`src/hdl/phy_cmd_pkg.sv`:
```
/*
 * phy command package
 * command word layout for the half-rate DDR3 command path, seen either
 * as a DDR command or as a NOP/pause word, plus widths, tristate
 * transition nibbles and the sequencer state encoding
 */
package phy_cmd_pkg;

    localparam int ADDR_W  = 15;    // DDR3 row/column address
    localparam int BANK_W  = 3;
    localparam int PAUSE_W = 6;     // NOP pause length
    localparam int PC_W    = 8;     // command memory address
    localparam int TRI_W   = 8;     // two 4-bit halves per mclk

    // tristate nibbles on the first cycle of a transition
    localparam logic [3:0] DQ_TRI_FIRST  = 4'h7;   // dq, tri -> driven
    localparam logic [3:0] DQ_TRI_LAST   = 4'he;   // dq, driven -> tri
    localparam logic [3:0] DQS_TRI_FIRST = 4'h3;   // dqs, preamble side
    localparam logic [3:0] DQS_TRI_LAST  = 4'hc;   // dqs, postamble side

    // DDR command view, msb first
    typedef struct packed {
        logic [ADDR_W-1:0] addr;    // [31:17]
        logic [BANK_W-1:0] bank;    // [16:14]
        logic [2:0]        rcw;     // positive ras/cas/we, 0 is nop
        logic              odt;
        logic              cke_dis; // xor-ed with ddr_cke
        logic              sel;     // 1 puts command in first half
        logic              dq_en;
        logic              dqs_en;
        logic              dci_en;
        logic              buf_wr;
        logic              buf_rd;
        logic [2:0]        spare;
    } ddr_cmd_t;

    // NOP view, pause and done overlay the address field
    typedef struct packed {
        logic [7:0]         unused;
        logic               done;   // bit 23, end of sequence
        logic [PAUSE_W-1:0] pause;  // [22:17], 0 means no pause
        logic [BANK_W-1:0]  bank;
        logic [2:0]         rcw;    // zero for every nop
        logic               odt;
        logic               cke_dis;
        logic               sel;
        logic               dq_en;
        logic               dqs_en;
        logic               dci_en;
        logic               buf_wr;
        logic               buf_rd;
        logic [2:0]         spare;
    } nop_cmd_t;

    typedef union packed {
        ddr_cmd_t ddr;
        nop_cmd_t nop;
    } cmd_word_t;

    typedef enum logic [2:0] {
        IDLE   = 3'd0,  // waiting for start
        RUN    = 3'd1,  // one fetch per mclk
        PAUSE  = 3'd2,  // fetch stopped, timer running
        RESUME = 3'd3   // refetch after pause
    } seq_state_t;

endpackage

```
`src/hdl/pause_timer.sv`:
```
`timescale 1ns/10ps
/*
 * nop pause timer
 * down-counter loaded from a pausing nop, expired while at zero
 */
module pause_timer (
    input  logic                            mclk,
    input  logic                            rst_in,
    input  logic                            pause_load,     // nop with nonzero pause issued
    input  logic [phy_cmd_pkg::PAUSE_W-1:0] pause_len,
    output logic                            pause_expired
);

    logic [phy_cmd_pkg::PAUSE_W-1:0] cnt;

    assign pause_expired = (cnt == '0);

    always_ff @(posedge mclk or posedge rst_in) begin
        if (rst_in) begin
            cnt <= '0;
        end else if (pause_load) begin
            cnt <= pause_len - (phy_cmd_pkg::PAUSE_W)'(1);  // load cycle is the first of p
        end else if (!pause_expired) begin
            cnt <= cnt - (phy_cmd_pkg::PAUSE_W)'(1);
        end
    end

    // sequencer must not start a new pause over a running one
    assert property (@(posedge mclk) disable iff (rst_in)
        pause_load |-> pause_expired);

endmodule

```
`src/hdl/cmd_sequencer.sv`:
```
`timescale 1ns/10ps
/*
 * command fetch sequencer
 * walks the command memory one word per mclk, issues each arriving word,
 * stops fetching for nop pauses and ends the run on a done nop
 */
module cmd_sequencer (
    input  logic                            mclk,
    input  logic                            rst_in,
    input  logic                            start,
    input  phy_cmd_pkg::cmd_word_t          cmd_word,       // valid the cycle after cmd_rd
    input  logic                            pause_expired,
    output logic                            cmd_rd,
    output logic [phy_cmd_pkg::PC_W-1:0]    cmd_addr,
    output logic                            issue,
    output phy_cmd_pkg::cmd_word_t          issue_word,
    output logic                            pause_load,
    output logic [phy_cmd_pkg::PAUSE_W-1:0] pause_len,
    output logic                            busy,
    output logic                            seq_done        // aligned with done nop outputs
);

    phy_cmd_pkg::seq_state_t      state;
    phy_cmd_pkg::seq_state_t      state_nxt;
    logic [phy_cmd_pkg::PC_W-1:0] pc;           // address being fetched
    logic                         inflight;     // word due from memory this cycle
    logic                         word_vld;
    logic                         is_nop;
    logic                         is_done;
    logic                         is_pause;

    // words landing outside RUN are stale fetches
    assign word_vld = inflight && (state == phy_cmd_pkg::RUN);
    assign is_nop   = (cmd_word.ddr.rcw == 3'b000);                 // nop view only then
    assign is_done  = is_nop && cmd_word.nop.done;
    assign is_pause = is_nop && !cmd_word.nop.done && (cmd_word.nop.pause != '0);

    assign cmd_rd     = (state == phy_cmd_pkg::RUN) || (state == phy_cmd_pkg::RESUME);
    assign cmd_addr   = pc;
    assign busy       = (state != phy_cmd_pkg::IDLE);
    assign issue      = word_vld;                   // nops issue too, they set cke/odt/tri
    assign issue_word = cmd_word;
    assign pause_load = word_vld && is_pause;
    assign pause_len  = cmd_word.nop.pause;

    always_comb begin
        state_nxt = state;
        case (state)
            phy_cmd_pkg::IDLE: begin
                if (start) begin
                    state_nxt = phy_cmd_pkg::RUN;
                end
            end
            phy_cmd_pkg::RUN: begin
                if (word_vld && is_done) begin
                    state_nxt = phy_cmd_pkg::IDLE;      // in-flight word dropped
                end else if (pause_load) begin
                    state_nxt = phy_cmd_pkg::PAUSE;
                end
            end
            phy_cmd_pkg::PAUSE: begin
                if (pause_expired) begin
                    state_nxt = phy_cmd_pkg::RESUME;
                end
            end
            phy_cmd_pkg::RESUME: begin
                state_nxt = phy_cmd_pkg::RUN;           // refetch issued, data next cycle
            end
            default: begin
                state_nxt = phy_cmd_pkg::IDLE;
            end
        endcase
    end

    always_ff @(posedge mclk or posedge rst_in) begin
        if (rst_in) begin
            state    <= phy_cmd_pkg::IDLE;
            pc       <= '0;
            inflight <= 1'b0;
            seq_done <= 1'b0;
        end else begin
            state    <= state_nxt;
            inflight <= cmd_rd;
            seq_done <= word_vld && is_done;            // one cycle pulse
            if ((state == phy_cmd_pkg::IDLE) && start) begin
                pc <= '0;
            end else if (cmd_rd && !pause_load) begin
                pc <= pc + (phy_cmd_pkg::PC_W)'(1);
            end
            // on a pause pc stays on the word after the nop, so its fetch repeats
        end
    end

    // fetch stays off from pause entry until the timer has run out
    assert property (@(posedge mclk) disable iff (rst_in)
        ((state == phy_cmd_pkg::PAUSE) || !pause_expired) |-> !cmd_rd);

    // done only ever closes a running sequence
    assert property (@(posedge mclk) disable iff (rst_in)
        seq_done |-> $past(busy));

endmodule

```
`src/hdl/cmd_slot_encoder.sv`:
```
`timescale 1ns/10ps
/*
 * command slot encoder
 * registers an issued word into two half-cycle phy slots, the unused
 * half and idle cycles carry nop, plus cke/odt and buffer strobes
 */
module cmd_slot_encoder (
    input  logic                             mclk,
    input  logic                             rst_in,
    input  logic                             issue,
    input  phy_cmd_pkg::cmd_word_t           issue_word,
    input  logic                             ddr_cke,
    output logic [2*phy_cmd_pkg::ADDR_W-1:0] phy_a,
    output logic [2*phy_cmd_pkg::BANK_W-1:0] phy_ba,
    output logic [1:0]                       phy_ras,   // bit 1 first half
    output logic [1:0]                       phy_cas,
    output logic [1:0]                       phy_we,
    output logic [1:0]                       phy_cke,
    output logic [1:0]                       phy_odt,
    output logic                             buf_wr,
    output logic                             buf_rd
);

    logic [2:0] rcw_n;          // active low {ras,cas,we}
    logic [2:0] first_rcw;
    logic [2:0] second_rcw;
    logic       cke_r;          // cke of last issued word
    logic       odt_r;

    assign rcw_n      = ~issue_word.ddr.rcw;
    assign first_rcw  = (issue && issue_word.ddr.sel)  ? rcw_n : 3'b111;
    assign second_rcw = (issue && !issue_word.ddr.sel) ? rcw_n : 3'b111;

    assign phy_cke = {2{cke_r}};    // same in both halves
    assign phy_odt = {2{odt_r}};

    // address/bank duplicated, kept over idle cycles
    always_ff @(posedge mclk) begin
        if (issue) begin
            phy_a  <= {2{issue_word.ddr.addr}};
            phy_ba <= {2{issue_word.ddr.bank}};
        end
    end

    always_ff @(posedge mclk or posedge rst_in) begin
        if (rst_in) begin
            phy_ras <= 2'b11;
            phy_cas <= 2'b11;
            phy_we  <= 2'b11;
            cke_r   <= 1'b0;
            odt_r   <= 1'b0;
            buf_wr  <= 1'b0;
            buf_rd  <= 1'b0;
        end else begin
            phy_ras <= {first_rcw[2], second_rcw[2]};
            phy_cas <= {first_rcw[1], second_rcw[1]};
            phy_we  <= {first_rcw[0], second_rcw[0]};
            buf_wr  <= issue && issue_word.ddr.buf_wr;  // strobes only with a word
            buf_rd  <= issue && issue_word.ddr.buf_rd;
            if (issue) begin
                cke_r <= issue_word.ddr.cke_dis ^ ddr_cke;
                odt_r <= issue_word.ddr.odt;
            end
        end
    end

endmodule

```
`src/hdl/dq_tri_sequencer.sv`:
```
`timescale 1ns/10ps
/*
 * dq/dqs tristate sequencer
 * tracks the tristate state per lane and inserts the first/last
 * half-cycle patterns on each transition, plus dci disable
 */
module dq_tri_sequencer (
    input  logic                          mclk,
    input  logic                          rst_in,
    input  logic                          issue,
    input  phy_cmd_pkg::cmd_word_t        issue_word,
    output logic [phy_cmd_pkg::TRI_W-1:0] dq_tri,
    output logic [phy_cmd_pkg::TRI_W-1:0] dqs_tri,
    output logic                          dci_dis
);

    logic dq_tri_st;        // 1 = lane tristated
    logic dqs_tri_st;
    logic dq_tri_nxt;
    logic dqs_tri_nxt;

    // output word for one lane given old and new state
    function automatic logic [phy_cmd_pkg::TRI_W-1:0] tri_word(
        input logic       prev,
        input logic       nxt,
        input logic [3:0] first,
        input logic [3:0] last
    );
        if (prev == nxt) begin
            return {phy_cmd_pkg::TRI_W{nxt}};   // steady
        end else if (prev) begin
            return {first, first};              // tri -> driven
        end else begin
            return {last, last};                // driven -> tri
        end
    endfunction

    assign dq_tri_nxt  = issue ? ~issue_word.ddr.dq_en  : dq_tri_st;   // hold when idle
    assign dqs_tri_nxt = issue ? ~issue_word.ddr.dqs_en : dqs_tri_st;

    always_ff @(posedge mclk or posedge rst_in) begin
        if (rst_in) begin
            dq_tri_st  <= 1'b1;
            dqs_tri_st <= 1'b1;
            dq_tri     <= '1;
            dqs_tri    <= '1;
            dci_dis    <= 1'b1;
        end else begin
            dq_tri_st  <= dq_tri_nxt;
            dqs_tri_st <= dqs_tri_nxt;
            dq_tri  <= tri_word(dq_tri_st, dq_tri_nxt,
                                phy_cmd_pkg::DQ_TRI_FIRST, phy_cmd_pkg::DQ_TRI_LAST);
            dqs_tri <= tri_word(dqs_tri_st, dqs_tri_nxt,
                                phy_cmd_pkg::DQS_TRI_FIRST, phy_cmd_pkg::DQS_TRI_LAST);
            if (issue) begin
                dci_dis <= ~issue_word.ddr.dci_en;  // both dq and dqs
            end
        end
    end

endmodule

```
`src/hdl/phy_cmd_top.sv`:
```
`timescale 1ns/10ps
/*
 * DDR3 command sequencer top
 * fetches command words from external memory and turns them into
 * half-rate phy command slots, dq/dqs tristate words and buffer strobes
 */
module phy_cmd_top (
    input  logic                              mclk,
    input  logic                              rst_in,
    input  logic                              start,      // begin sequence at address 0
    input  logic                              ddr_cke,    // global cke, xor-ed per word
    input  phy_cmd_pkg::cmd_word_t            cmd_word,   // memory data, one cycle after cmd_rd
    output logic                              cmd_rd,
    output logic [phy_cmd_pkg::PC_W-1:0]      cmd_addr,
    output logic                              busy,
    output logic                              seq_done,
    output logic [2*phy_cmd_pkg::ADDR_W-1:0]  phy_a,
    output logic [2*phy_cmd_pkg::BANK_W-1:0]  phy_ba,
    output logic [1:0]                        phy_ras,    // active low, bit 1 first half
    output logic [1:0]                        phy_cas,
    output logic [1:0]                        phy_we,
    output logic [1:0]                        phy_cke,
    output logic [1:0]                        phy_odt,
    output logic [phy_cmd_pkg::TRI_W-1:0]     dq_tri,
    output logic [phy_cmd_pkg::TRI_W-1:0]     dqs_tri,
    output logic                              dci_dis,
    output logic                              buf_wr,
    output logic                              buf_rd
);

    logic                            issue;          // one per accepted word
    phy_cmd_pkg::cmd_word_t          issue_word;
    logic                            pause_load;
    logic [phy_cmd_pkg::PAUSE_W-1:0] pause_len;
    logic                            pause_expired;

    cmd_sequencer u_cmd_sequencer (
        .mclk          (mclk),
        .rst_in        (rst_in),
        .start         (start),
        .cmd_word      (cmd_word),
        .pause_expired (pause_expired),
        .cmd_rd        (cmd_rd),
        .cmd_addr      (cmd_addr),
        .issue         (issue),
        .issue_word    (issue_word),
        .pause_load    (pause_load),
        .pause_len     (pause_len),
        .busy          (busy),
        .seq_done      (seq_done)
    );

    pause_timer u_pause_timer (
        .mclk          (mclk),
        .rst_in        (rst_in),
        .pause_load    (pause_load),
        .pause_len     (pause_len),
        .pause_expired (pause_expired)
    );

    cmd_slot_encoder u_cmd_slot_encoder (
        .mclk       (mclk),
        .rst_in     (rst_in),
        .issue      (issue),
        .issue_word (issue_word),
        .ddr_cke    (ddr_cke),
        .phy_a      (phy_a),
        .phy_ba     (phy_ba),
        .phy_ras    (phy_ras),
        .phy_cas    (phy_cas),
        .phy_we     (phy_we),
        .phy_cke    (phy_cke),
        .phy_odt    (phy_odt),
        .buf_wr     (buf_wr),
        .buf_rd     (buf_rd)
    );

    dq_tri_sequencer u_dq_tri_sequencer (
        .mclk       (mclk),
        .rst_in     (rst_in),
        .issue      (issue),
        .issue_word (issue_word),
        .dq_tri     (dq_tri),
        .dqs_tri    (dqs_tri),
        .dci_dis    (dci_dis)
    );

endmodule

```
`config.mk`:
```
export PLATFORM = sky130hd
export DESIGN_NAME = phy_cmd_top
export DESIGN_NICKNAME = d
export VERILOG_FILES = /design/src/hdl/phy_cmd_pkg.sv /design/src/hdl/pause_timer.sv /design/src/hdl/cmd_sequencer.sv /design/src/hdl/cmd_slot_encoder.sv /design/src/hdl/dq_tri_sequencer.sv /design/src/hdl/phy_cmd_top.sv
export SDC_FILE = /design/constraint.sdc
export NUM_CORES = 1
export LEC_CHECK = 0
export BUFFER_PORTS_ARGS = -buffer_cell sky130_fd_sc_hd__buf_2
export CORE_UTILIZATION = 29
export DETAILED_ROUTE_END_ITERATION = 6
export SYNTH_ARGS = -nofsm -noshare
export SYNTH_HDL_FRONTEND = slang
export SYNTH_SLANG_ARGS = --single-unit
```
`constraint.sdc`:
```
create_clock -name mclk -period 6.37 [get_ports mclk]
set_input_delay 1.274 -clock mclk [delete_from_list [all_inputs] [get_ports mclk]]
set_output_delay 1.274 -clock mclk [all_outputs]
set_load 0.005 [all_outputs]
```
### After elaboration in Yosys (flattened, before gate mapping)

Cells that the tools add are included.
Widths: inputs -> output; s select.

* bits in registers: 84
* bits of input ports: 36
* output and inout port bits: 76

* add/subtract/negate cells: 3
* equal/unequal tests: 9
* muxes and demuxes: 17
* bitwise logic cells: 5
* reductions and logical operators: 23

Operator list (number)
* $mux 8: 6
* $mux 3: 6
* $logic_and 1x1->1: 12
* $mux 6: 2
* $pmux 3 s4: 1
* $sub 6x1->6 const B: 2
* $add 8x1->8 const B: 1
* $eq 3x2->1 const B: 2
* $logic_not 3->1: 2
* $logic_not 6->1: 1
* $reduce_bool 6->1: 1
* $ne 2x2->1 const B: 2
* $eq 3x1->1 const B: 1
* $logic_not 1->1: 3
* $ne 3x2->1 const B: 1
* $not 1->1: 3
* $not 3->3: 1
* $reduce_and 3->1: 1
* $reduce_bool 3->1: 1
* $eq 1x1->1: 2
* $mux 1: 2
* $ne 2x1->1 const B: 1
* $reduce_bool 2->1: 1
* $logic_or 1x1->1: 1
* $xor 1x1->1: 1

### Depth between registers and ports, before layout

* word-level depth: 8
* mapped depth: 11

### Hierarchy

Synthesis repeated with hierarchy kept, for this count alone.

* cell total of the unflattened synthesis: 234
* area, all modules: 2695.1 um^2

Modules (own cells, without submodules)
* cmd_slot_encoder: instances 1, cells an instance 65, area each 1061.0 um^2, sequential area each 798.3 um^2
* cmd_sequencer: instances 1, cells an instance 100, area each 932.1 um^2, sequential area each 300.3 um^2
* pause_timer: instances 1, cells an instance 39, area each 386.6 um^2, sequential area each 150.1 um^2
* dq_tri_sequencer: instances 1, cells an instance 30, area each 315.3 um^2, sequential area each 157.7 um^2

### Least setup slack after synthesis

No wires, ideal clock.

* path kind: input -> register
* start: input cmd_word[18] (netlist bit)
* end: register u_pause_timer.cnt[4] (netlist bit)
* arrival time: 3388 ps
* data required time: 6269 ps
* path slack: 2881 ps
* stages on the path: 11
* buffers on the path: 2
* cells stage by stage: or4_4 > or3_4 > and2_4 > buf_6 > buf_6 > mux2i_1 > ha_1 > nand2_1 > nor3_1 > a21oi_1 > o32ai_1

* word-level cells in the longest chain between the ends: 4
* elaborated cells on any way between the ends: 6
* classes of those cells: add/sub: 1; eq/ne: 1; mux: 1; reduce/logical: 3

Ends and longest elaborated chain
* start, declared: RTL line phy_cmd_top.sv:12 `input phy_cmd_pkg::cmd_word_t cmd_word,`
* parallel branches: the longest is 4 deep, another holds $sub 6x1->6
* end signal, assigned: RTL line pause_timer.sv:22 `cnt <= pause_len - (phy_cmd_pkg::PAUSE_W)'(1);`
* end signal, assigned: RTL line pause_timer.sv:24 `cnt <= cnt - (phy_cmd_pkg::PAUSE_W)'(1);`
* end, declared: RTL line pause_timer.sv:14 `logic [phy_cmd_pkg::PAUSE_W-1:0] cnt;`

Several ways; the timed one is not identified.
A chain may end at the register's enable or synchronous reset.

### Worst setup path after layout

* start: input cmd_word[11] (netlist bit)
* end: register u_pause_timer.cnt[4] (netlist bit)

* word-level cells in the longest chain between the ends: 5
* elaborated cells on any way between the ends: 6
* classes of those cells: eq/ne: 1; mux: 1; reduce/logical: 4

Ends and longest elaborated chain
* $logic_not 3->1 (*): RTL line cmd_sequencer.sv:34 `assign is_nop = (cmd_word.ddr.rcw == 3'b000);`
* $logic_and 1x1->1 (*) (2 in a row): RTL line cmd_sequencer.sv:36 `assign is_pause = is_nop && !cmd_word.nop.done && (cmd_word.nop.pause != '0);`
* $logic_and 1x1->1 (*): RTL line cmd_sequencer.sv:43 `assign pause_load = word_vld && is_pause;`
* $ne 2x1->1 (no line) or $mux 6 (tied branches)

Mark *: on every way between the ends. The rest lies on a longest branch, timed or not.

==> metrics.cfg <==
[worst_setup_path]
worst_ep_required_time_ps=6580
path_class=in -> reg
crit_fanout=17
timing.reg2reg.worst_path_depth=9
end_kind=register
start_kind=input pin
cp.arrival_ps=3740

[logic_synthesis]
synth_area_sq_mm=0.00235
syn_area_per_cell_sq_um=11.9
netlist_instances=197
postSynthRegisterBits=52
yosysSeqAreaShare_pct=59.9
syn-num-nets=235
warnings_from_yosys=0
synth.distinct_cells=36

[clocking]
insertion_delay_ps=300
cts_tree=done
number_of_post_cts_setup_repair_buffers=0
cts.hold.buffers_added=0
cts_max_level=2
clockRootBuffer=clkbuf_8
cts_buffer_depth=2
ctsResizeCount=0
clock_sinks=52
clk_pin_slew_ps=90
tritoncts.num_buffers=5

[routing]
totalWireLength_um=4650
drt_iter0_markers=45
via_count=1656
detailedRoute.firstPassIterationCount=4
via_per_inst=4.43
number_of_nets_still_failing_antenna_checks_after_routing=0
post_drt_wl_per_cell_um=12.4
drt_drc_violations_left=0

[sta]
post-route-min-period_ps=3540
worst_slew_margin_rel_pct=43.0
tightest_slew_ps=854
rsz0062_at_grt=false
finalHoldViolCount=0
min_period_over_period_pct=55.5
setup_viol=0
fmaxAchievable_mhz=283
timing.clock.skew_ps=3.21
final.setup.tns_ps=0
slew_viols_final=0

[power]
clock_power_share_pct=20.5
switching_share_pct=31.8
p_comb_share_pct=27.3
power_uw=965
seq_power_share_pct=52.2
p_switching_uw=307
leakage_uw=0.00127
p_int_uw=658
vdd.ir_drop.worst_v=0.000122
power.density_cell_area_mw_per_mm2=343

[floorplan]
die_w_um=92.0
row_count=32
die_outline_area_sq_mm=0.00846
initial_utilization_pct=30.2
placeableCoreArea_sq_mm=0.00777
die_height_um=92.0
top_level_ports=112

[outcome]
run_status=finished, final reports clean

[global_routing]
grt_antenna_before_repair=0
grt_first_pass_wirelength_um=7560
grt_util_all_layers_pct=11.5
pin_count_of_the_biggest_net_entering_global_routing=35
globalRoute.totalOverflow=0
vias_in_the_first_global_route=1521

[layout]
syn_to_final_growth_pct=20.0
insertedDiodeCount=0
fraction_of_layout_instances_using_a_drive_strength_above_1_pct=49.6
nets=309
n_fill_cell=789

[placed_design]
dp_hpwl_um=3440
routabilityCongestion=0.761
numPortBuffers=108

[min_path]
hold_class=reg -> reg
holdPathStages=0

[run]
drv.max_cap_violation_count=0

-- sequential cells by signal, indices dropped and copies added (netlist names), 3 cells and up --
name	cells
u_cmd_slot_encoder.phy_a	15
u_cmd_sequencer.cmd_addr	8
u_cmd_slot_encoder.phy_ba	3
u_pause_timer.cnt	6
u_dq_tri_sequencer.dq_tri	3
-- path summary, 6_finish.rpt --
kind / from / end / slack [ps]
min in group asynchronous: rst_in / u_cmd_slot_encoder.cke_r$_DFFE_PP0N_ / 1040
setup reg to reg: u_cmd_sequencer.state[0]$_DFFE_PP0P_ / u_pause_timer.cnt[4]$_DFFE_PP0P_ / 3300
setup / recovery: cmd_word[11] / u_pause_timer.cnt[4]$_DFFE_PP0P_ / 2830
max in group asynchronous: rst_in / u_dq_tri_sequencer.dqs_tri[5]$_DFF_PP1_ / 4970
hold / removal: u_dq_tri_sequencer.dq_tri[3]$_DFF_PP1_ / u_dq_tri_sequencer.dq_tri[4]$_DFF_PP1_ / 390
hold reg to reg: u_dq_tri_sequencer.dq_tri[3]$_DFF_PP1_ / u_dq_tri_sequencer.dq_tri[4]$_DFF_PP1_ / 390
-- placed cells by master (no fill, tap or decap), drive strengths merged, types with 5 or more instances in the layout --
master    n
inv       7
nand2    21
o21ai     8
nand3     5
nor2      7
dfstp    12
dfrtp    22
mux2i     8
clkbuf    6
a21oi     6
buf     109
nor3      8
edfxtp   18
-- layer usage --
metal,GRT usage (%),up-vias,routed length (um)
li1,-,794,-
met1,15.5,774,2180
met2,17.6,82,2020
met3,3.57,6,391
met4,3.52,0,60
met5,0,-,0
-- area by class of cell --
| class | count | area [sq um] | area share (%) |
|---|---|---|---|
| Multi-Input combinational cell | 96 | 611 | 21.7 |
| Tap cell | 102 | 128 | 4.53 |
| Clock inverter | 2 | 15.0 | 0.533 |
| Timing Repair Buffer | 109 | 548 | 19.5 |
| Clock buffer | 6 | 82.6 | 2.93 |
| Sequential cell | 52 | 1410 | 49.9 |
| Inverter | 7 | 26.3 | 0.933 |
-- power groups by stage --
| stage | logic (uW) | clock network (uW) | registers [uW] |
|---|---|---|---|
| 2_1_floorplan | 198 | 0 | 505 |
| 3_3_place_gp | 264 | 0 | 507 |
| 3_5_place_dp | 269 | 0 | 511 |
| 4_1_cts | 269 | 207 | 505 |
| 5_1_grt | 303 | 223 | 518 |
| 6_report | 263 | 197 | 504 |
-- stage by stage --
stage / instances / hold WS [ps] / setup slack (ps) / cell area, sq um / utilization (%)
finish: 374 / 391 / 2830 / 2820 / 36.3
global route: 374 / 401 / 2580 / 2820 / 36.3
CTS: 374 / 392 / 2820 / 2820 / 36.3
detailed placement: 366 / 378 / 2490 / 2720 / 35.0
global placement: 366 / 375 / 2530 / 2720 / 35.0
floorplan: 197 / 449 / 2880 / 2350 / -
-- kinds of logic (layout without fill, tap and decap cells) --
| group | Yosys count | in the layout | synth area share, % |
|---|---|---|---|
| simple gates | 56 | 56 | 12.9 |
| buf+inv | 49 | 124 | 14.1 |
| flops | 52 | 52 | 59.9 |
| xor+xnor | 2 | 2 | 0.746 |
| compound gates | 28 | 28 | 7.89 |
| fa+ha+maj | 2 | 2 | 1.07 |
| mux | 8 | 8 | 3.41 |
-- Yosys cell counts, drive strengths merged --
| cell type | n | share of area [%] |
|---|---|---|
| o211ai | 4 | 1.3 |
| a2111oi | 1 | 0.64 |
| nor3 | 8 | 1.9 |
| buf | 37 | 12 |
| nand2 | 21 | 3.4 |
| nor2 | 7 | 1.1 |
| and3 | 2 | 0.53 |
| inv | 7 | 1.1 |
| a211oi | 2 | 0.64 |
| xnor2 | 2 | 0.75 |
| o31ai | 4 | 1.3 |
| nor2b | 1 | 0.27 |
| dfrtp | 22 | 23 |
| clkbuf | 5 | 0.80 |
| or4 | 3 | 1.1 |
| nand3b | 1 | 0.32 |
| o21ai | 8 | 1.7 |
| mux2i | 8 | 3.4 |
| nor4b | 1 | 1.0 |
| ha | 2 | 1.1 |
| edfxtp | 18 | 23 |
| dfstp | 12 | 13 |
| and2 | 3 | 0.91 |
| or3 | 2 | 0.75 |
| o311ai | 1 | 0.37 |
| nand4 | 2 | 0.53 |
| o32ai | 1 | 0.37 |
| nand3 | 5 | 1.1 |
| a21oi | 6 | 1.3 |
| o21bai | 1 | 0.32 |
-- critical path, stage by stage --
cell and delay [ps]:
buf_2 120, or4_1 560, nor2_1 400, and2_4 400, mux2i_1 220, ha_1 240
nand2_1 90, nor3_1 170, a21oi_1 70, o32ai_1 210
Power figures use the tool's default switching activity.
